===== src/logic/rf_settings.svh =====
// Register file size settings
// Depth, width and bank split of the 2048 by 16 two-port memory
`ifndef RF_SETTINGS_SVH
`define RF_SETTINGS_SVH

// Total number of words in the memory
`define RF_DEPTH 2048

// Data width of one word
`define RF_WIDTH 16

// Words held by one bank, the memory is built from two of them
`define RF_BANK_DEPTH 1024

// Full word address, the top bit picks the bank
`define RF_ADDR_W 11

// Address inside one bank
`define RF_BANK_ADDR_W 10

`endif


===== src/logic/rf_pkg.sv =====
// Register file types
// Request and power-control structs shared by the memory, the power
// sequencer and the subsystem top
`include "rf_settings.svh"

package rf_pkg;

    // ********************
    // Access requests
    // ********************

    // Write request, a single-cycle strobe that lands at the clock edge
    typedef struct packed {
        logic                  en;
        logic [`RF_ADDR_W-1:0] addr;
        logic [`RF_WIDTH-1:0]  data;
    } rf_wr_req_t;

    // Read request, data comes back one cycle after the strobe
    typedef struct packed {
        logic                  en;
        logic [`RF_ADDR_W-1:0] addr;
    } rf_rd_req_t;

    // ********************
    // Power control
    // ********************

    // Isolation clamps the bank outputs to zero
    // Enable_b high means the bank is switched off and only retains data
    typedef struct packed {
        logic isol_en;
        logic enable_b;
    } rf_pwr_ctl_t;

endpackage


===== src/logic/rf_pwr_ctrl.sv =====
// Register file power controller
// Holds the power-off configuration bit and sequences isolation and the
// power enable, waiting for the enable to return through the bank chain
`include "rf_settings.svh"

module rf_pwr_ctrl (
    input  logic                 rclk,
    input  logic                 rclk_rst_n,
    input  logic                 cfg_wr,
    input  logic                 cfg_pwr_off,
    input  logic                 pwr_enable_b_out,
    output rf_pkg::rf_pwr_ctl_t  pwr_ctl,
    output logic                 pwr_ready
);

    typedef enum logic [1:0] {
        ST_ON      = 2'd0,
        ST_ISOLATE = 2'd1,
        ST_OFF     = 2'd2,
        ST_WAKE    = 2'd3
    } pwr_state_t;

    pwr_state_t           state_q;
    rf_pkg::rf_pwr_ctl_t  pwr_ctl_q;
    logic                 pwr_ready_q;

    // Configuration register, one means the memory should be off
    logic                 pwr_off_q;

    // Newest requested setting, a strobe in this cycle wins over the register
    logic                 target_off;

    assign target_off = cfg_wr ? cfg_pwr_off : pwr_off_q;

    always_ff @(posedge rclk or negedge rclk_rst_n) begin
        if (!rclk_rst_n) begin
            pwr_off_q <= 1'b0;
        end else if (cfg_wr) begin
            pwr_off_q <= cfg_pwr_off;
        end
    end

    // ********************
    // Sequencer
    // ********************

    // Reset starts in WAKE with isolation low, so ready rises once the
    // synchronized bank reset has released and the chain reads low
    always_ff @(posedge rclk or negedge rclk_rst_n) begin
        if (!rclk_rst_n) begin
            state_q            <= ST_WAKE;
            pwr_ctl_q.isol_en  <= 1'b0;
            pwr_ctl_q.enable_b <= 1'b0;
            pwr_ready_q        <= 1'b0;
        end else begin
            case (state_q)
                ST_ON: begin
                    // Clamp the outputs first, power comes off a cycle later
                    if (target_off) begin
                        pwr_ctl_q.isol_en <= 1'b1;
                        pwr_ready_q       <= 1'b0;
                        state_q           <= ST_ISOLATE;
                    end
                end
                ST_ISOLATE: begin
                    // This step always completes, a newer setting is seen in OFF
                    pwr_ctl_q.enable_b <= 1'b1;
                    state_q            <= ST_OFF;
                end
                ST_OFF: begin
                    // Release the enable and keep isolation until the chain returns
                    if (!target_off) begin
                        pwr_ctl_q.enable_b <= 1'b0;
                        state_q            <= ST_WAKE;
                    end
                end
                ST_WAKE: begin
                    if (!pwr_enable_b_out) begin
                        if (target_off) begin
                            // Banks are up but off was asked for meanwhile
                            pwr_ctl_q.isol_en <= 1'b1;
                            state_q           <= ST_ISOLATE;
                        end else begin
                            pwr_ctl_q.isol_en <= 1'b0;
                            pwr_ready_q       <= 1'b1;
                            state_q           <= ST_ON;
                        end
                    end
                end
                default: begin
                    state_q <= ST_WAKE;
                end
            endcase
        end
    end

    assign pwr_ctl   = pwr_ctl_q;
    assign pwr_ready = pwr_ready_q;

endmodule


===== config.mk =====
export PLATFORM = sky130hd
export DESIGN_NAME = rf_pwr_ctrl
export DESIGN_NICKNAME = d
export VERILOG_FILES = /design/src/logic/rf_pkg.sv /design/src/logic/rf_pwr_ctrl.sv
export VERILOG_INCLUDE_DIRS = /design/src /design/src/logic
export SDC_FILE = /design/constraint.sdc
export NUM_CORES = 1
export LEC_CHECK = 0
export BUFFER_PORTS_ARGS = -buffer_cell sky130_fd_sc_hd__buf_2
export CAP_MARGIN = 20
export CORE_AREA = 4 4 41 43
export CTS_CLUSTER_DIAMETER = 80
export CTS_CLUSTER_SIZE = 16
export DETAILED_ROUTE_END_ITERATION = 7
export DIE_AREA = 0 0 45 47
export GPL_TIMING_DRIVEN = 0
export HOLD_SLACK_MARGIN = 0.06
export SKIP_LAST_GASP = 1
export SLEW_MARGIN = 15
export SYNTH_ARGS = -nofsm -noshare
export SYNTH_HDL_FRONTEND = slang
export SYNTH_SLANG_ARGS = --single-unit

===== constraint.sdc =====
create_clock -name rclk -period 2.4 [get_ports rclk]
set_clock_uncertainty 0.05 [all_clocks]
set_input_delay 0.48 -clock rclk [delete_from_list [all_inputs] [get_ports rclk]]
set_output_delay 0.48 -clock rclk [all_outputs]
set_load 0.03 [all_outputs]

==> results.ini <==
[clock_tree]
cts.repair.resized = 0
cts_buffers = 3
clock-sinks = 6
clk_latency_ns = 0.25
cts_tree = built
htree_levels = 1
post_cts_buffers = 0
clock_path_buffers = 2
clk_pin_slew_ns = 0.05
ctsRootBufferMaster = clkbuf_4
cts_hold_repair.buffers = 1

[logic_synthesis]
synth.mux.area_fraction = 0.110
async_flop_share = 1.00
synth_nets = 51
synth_xor_area_frac = 0
netlist_top_cells_count = 5 x ha_1, 4 x dfrtp_1, 3 x inv_1, 3 x nand2_1
ys_top_cells_by_area = dfrtp_1 24%, ha_1 15%, dfstp_2 13%
syn_area_sq_um = 410
avgSynthCellArea_sq_um = 10.0
ys.warnings.count = 0
synth_compound_area_frac = 0.168
synth_most_common_cell = ha_1
synth-simple-area-share = 0.152
yosysTopAreaCell = dfrtp_1
synth_edf_count = 0
synth_fa_ha_area_frac = 0.152
ys_dominant_reg_cell = dfrtp_1
ys_seq_elements = 6
synth_top_area_frac = 0.244
netlist_instances = 41
synth_top_family_by_area = compound AO/OA/AOI/OAI gates
synth.distinct_cells = 24
seq_area_frac_synth = 0.372

[sta]
fin_crit_ns = 1.83
finalSetupViolations = 0
rsz0062_at_grt = no
slew-limit-headroom = 0.772
worst-slew-pin-transition_ns = 0.342
tns_ns = 0
hold_viol = 0
holdWs_ns = 0.452
max_freq_mhz = 547
fin_ws_ns = 0.572
period_share = 0.762
final_max_slew_viol_count = 0

[global_route]
overflow = 0
grt_max_degree = 10
grt_pass1_wl_mm = 1.33
antenna_found_initial = 0
grt_pass1_vias = 315
grt_usage = 0.0929

[critical_path]
crit_required_ns = 2.52
cp_max_fo = 9
end_kind = register
start_kind = register
worst-r2r-setup-slack_ns = 0.57
crit_path_start = state_q[0]
critPathArrivalTime_ns = 1.95
rr_startpoint = state_q[0]
crit_type = reg -> reg

[power]
power_leakage_nw = 0.239
power_density_nw_per_um2 = 1270
ir_worst_vdd_mv = 0.531

[placed_design]
placed_cell_area_sq_um = 464
io_buffer_count = 7
hpwlAfterDp_um = 580
place.gp.congestion = 0.675
dp_slack_ns = 0.581

[die]
row_count = 13
die_h_um = 47
core_area_sq_um = 1300
initial_core_util = 0.315
die-area_sq_um = 2120
ioPinCount = 8
die_w_um = 45

[min_path]
hold_path.class = reg -> reg
min-delay-start = pwr_ctl[0]

[outcome]
status = finished, final reports clean

[layout]
antenna_cells = 0
drive_above_1_share = 0.283
fin_area_sq_um = 500
area_growth_pct = 22.0
layout.nets = 64

[routing]
wl_per_cell_um = 11.2
drc_errors = 0
drt-initial-drc-count = 11
ant_nets = 0
wl_um = 764
vias = 332
viasPerCell = 4.88
first_pass_iters = 4

[flow_run]
drv_cap = 0

==> path summary, 6_finish.rpt <==
| path | end | depth (start not counted) |
|---|---|---|
| max in group asynchronous | state_q[0] | 2 |
| hold reg to reg | pwr_ctl[0] | 2 |
| min in group asynchronous | pwr_off_q | 2 |
| setup reg to reg | state_q[1] | 5 |
| hold / removal | pwr_ctl[0] | 2 |
| setup / recovery | state_q[1] | 5 |
==> cells in the final DEF (no fill, tap or decap) <==
cell	n
nor2b_1	2
nor2_1	2
inv_1	3
clkbuf_4	3
mux2i_2	1
mux2_2	1
inv_2	1
a31o_1	1
o2bb2a_1	1
mux2i_1	2
and3_1	1
nand2_1	3
ha_1	5
a21oi_1	2
dfstp_2	2
dlygate4sd3_1	1
a32oi_1	1
buf_2	7
a221o_1	1
nor3_1	1
a311oi_1	1
nand2b_1	2
o31ai_1	1
o21ai_0	1
dfrtp_1	4
nor3b_1	1
clkbuf_1	2
==> where the power goes <==
group / switching (mW) / internal (mW)
registers: 0.0457 / 0.160
logic: 0.182 / 0.143
clock network: 0.0424 / 0.0634
total: 0.271 / 0.367
==> through the flow <==
step                      cells   util  power (mW)
after CTS                    68  0.385       0.645
after floorplan              41      -       0.455
final                        68  0.385       0.637
after global routing         68  0.385       0.707
after detailed placement     63  0.357       0.534
after global placement       63  0.357       0.520
==> per-layer routing <==
layer | global-route usage | vias up | part of all wire
met5 | 0 | - | 0
met4 | 0.0175 | 0 | 0
met3 | 0.0690 | 0 | 0.073
met2 | 0.153 | 7 | 0.48
met1 | 0.0968 | 154 | 0.45
li1 | - | 171 | -
==> registers in the layout (all words and copies together), names as in the netlist <==
register	flops
pwr_ctl	2
pwr_off_q	1
pwr_ready	1
state_q	2
==> cell type report <==
| class | instances | area, sq um |
|---|---|---|
| Buffer | 1 | 3.75 |
| Clock buffer | 4 | 26.3 |
| Fill cell | 144 | 801 |
| Inverter | 4 | 15.0 |
| Multi-Input combinational cell | 30 | 239 |
| Sequential cell | 6 | 153 |
| Tap cell | 15 | 18.8 |
| Timing Repair Buffer | 8 | 45.0 |
==> critical path, cell delays in order (launching register included) <==
cell and delay, ns:
dfstp_2 0.58, ha_1 0.15, clkbuf_1 0.29, a21oi_1 0.11
mux2i_1 0.21, mux2_2 0.36
==> logic make-up after synthesis <==
family                   Yosys count
adder cells (fa/ha/maj)            5
buffers and inverters              5
AO/OA/AOI/OAI                      9
AND/OR/NAND/NOR                   12
multiplexers                       4
flip-flops                         6
Note: power is estimated with default switching activity, not from simulation.
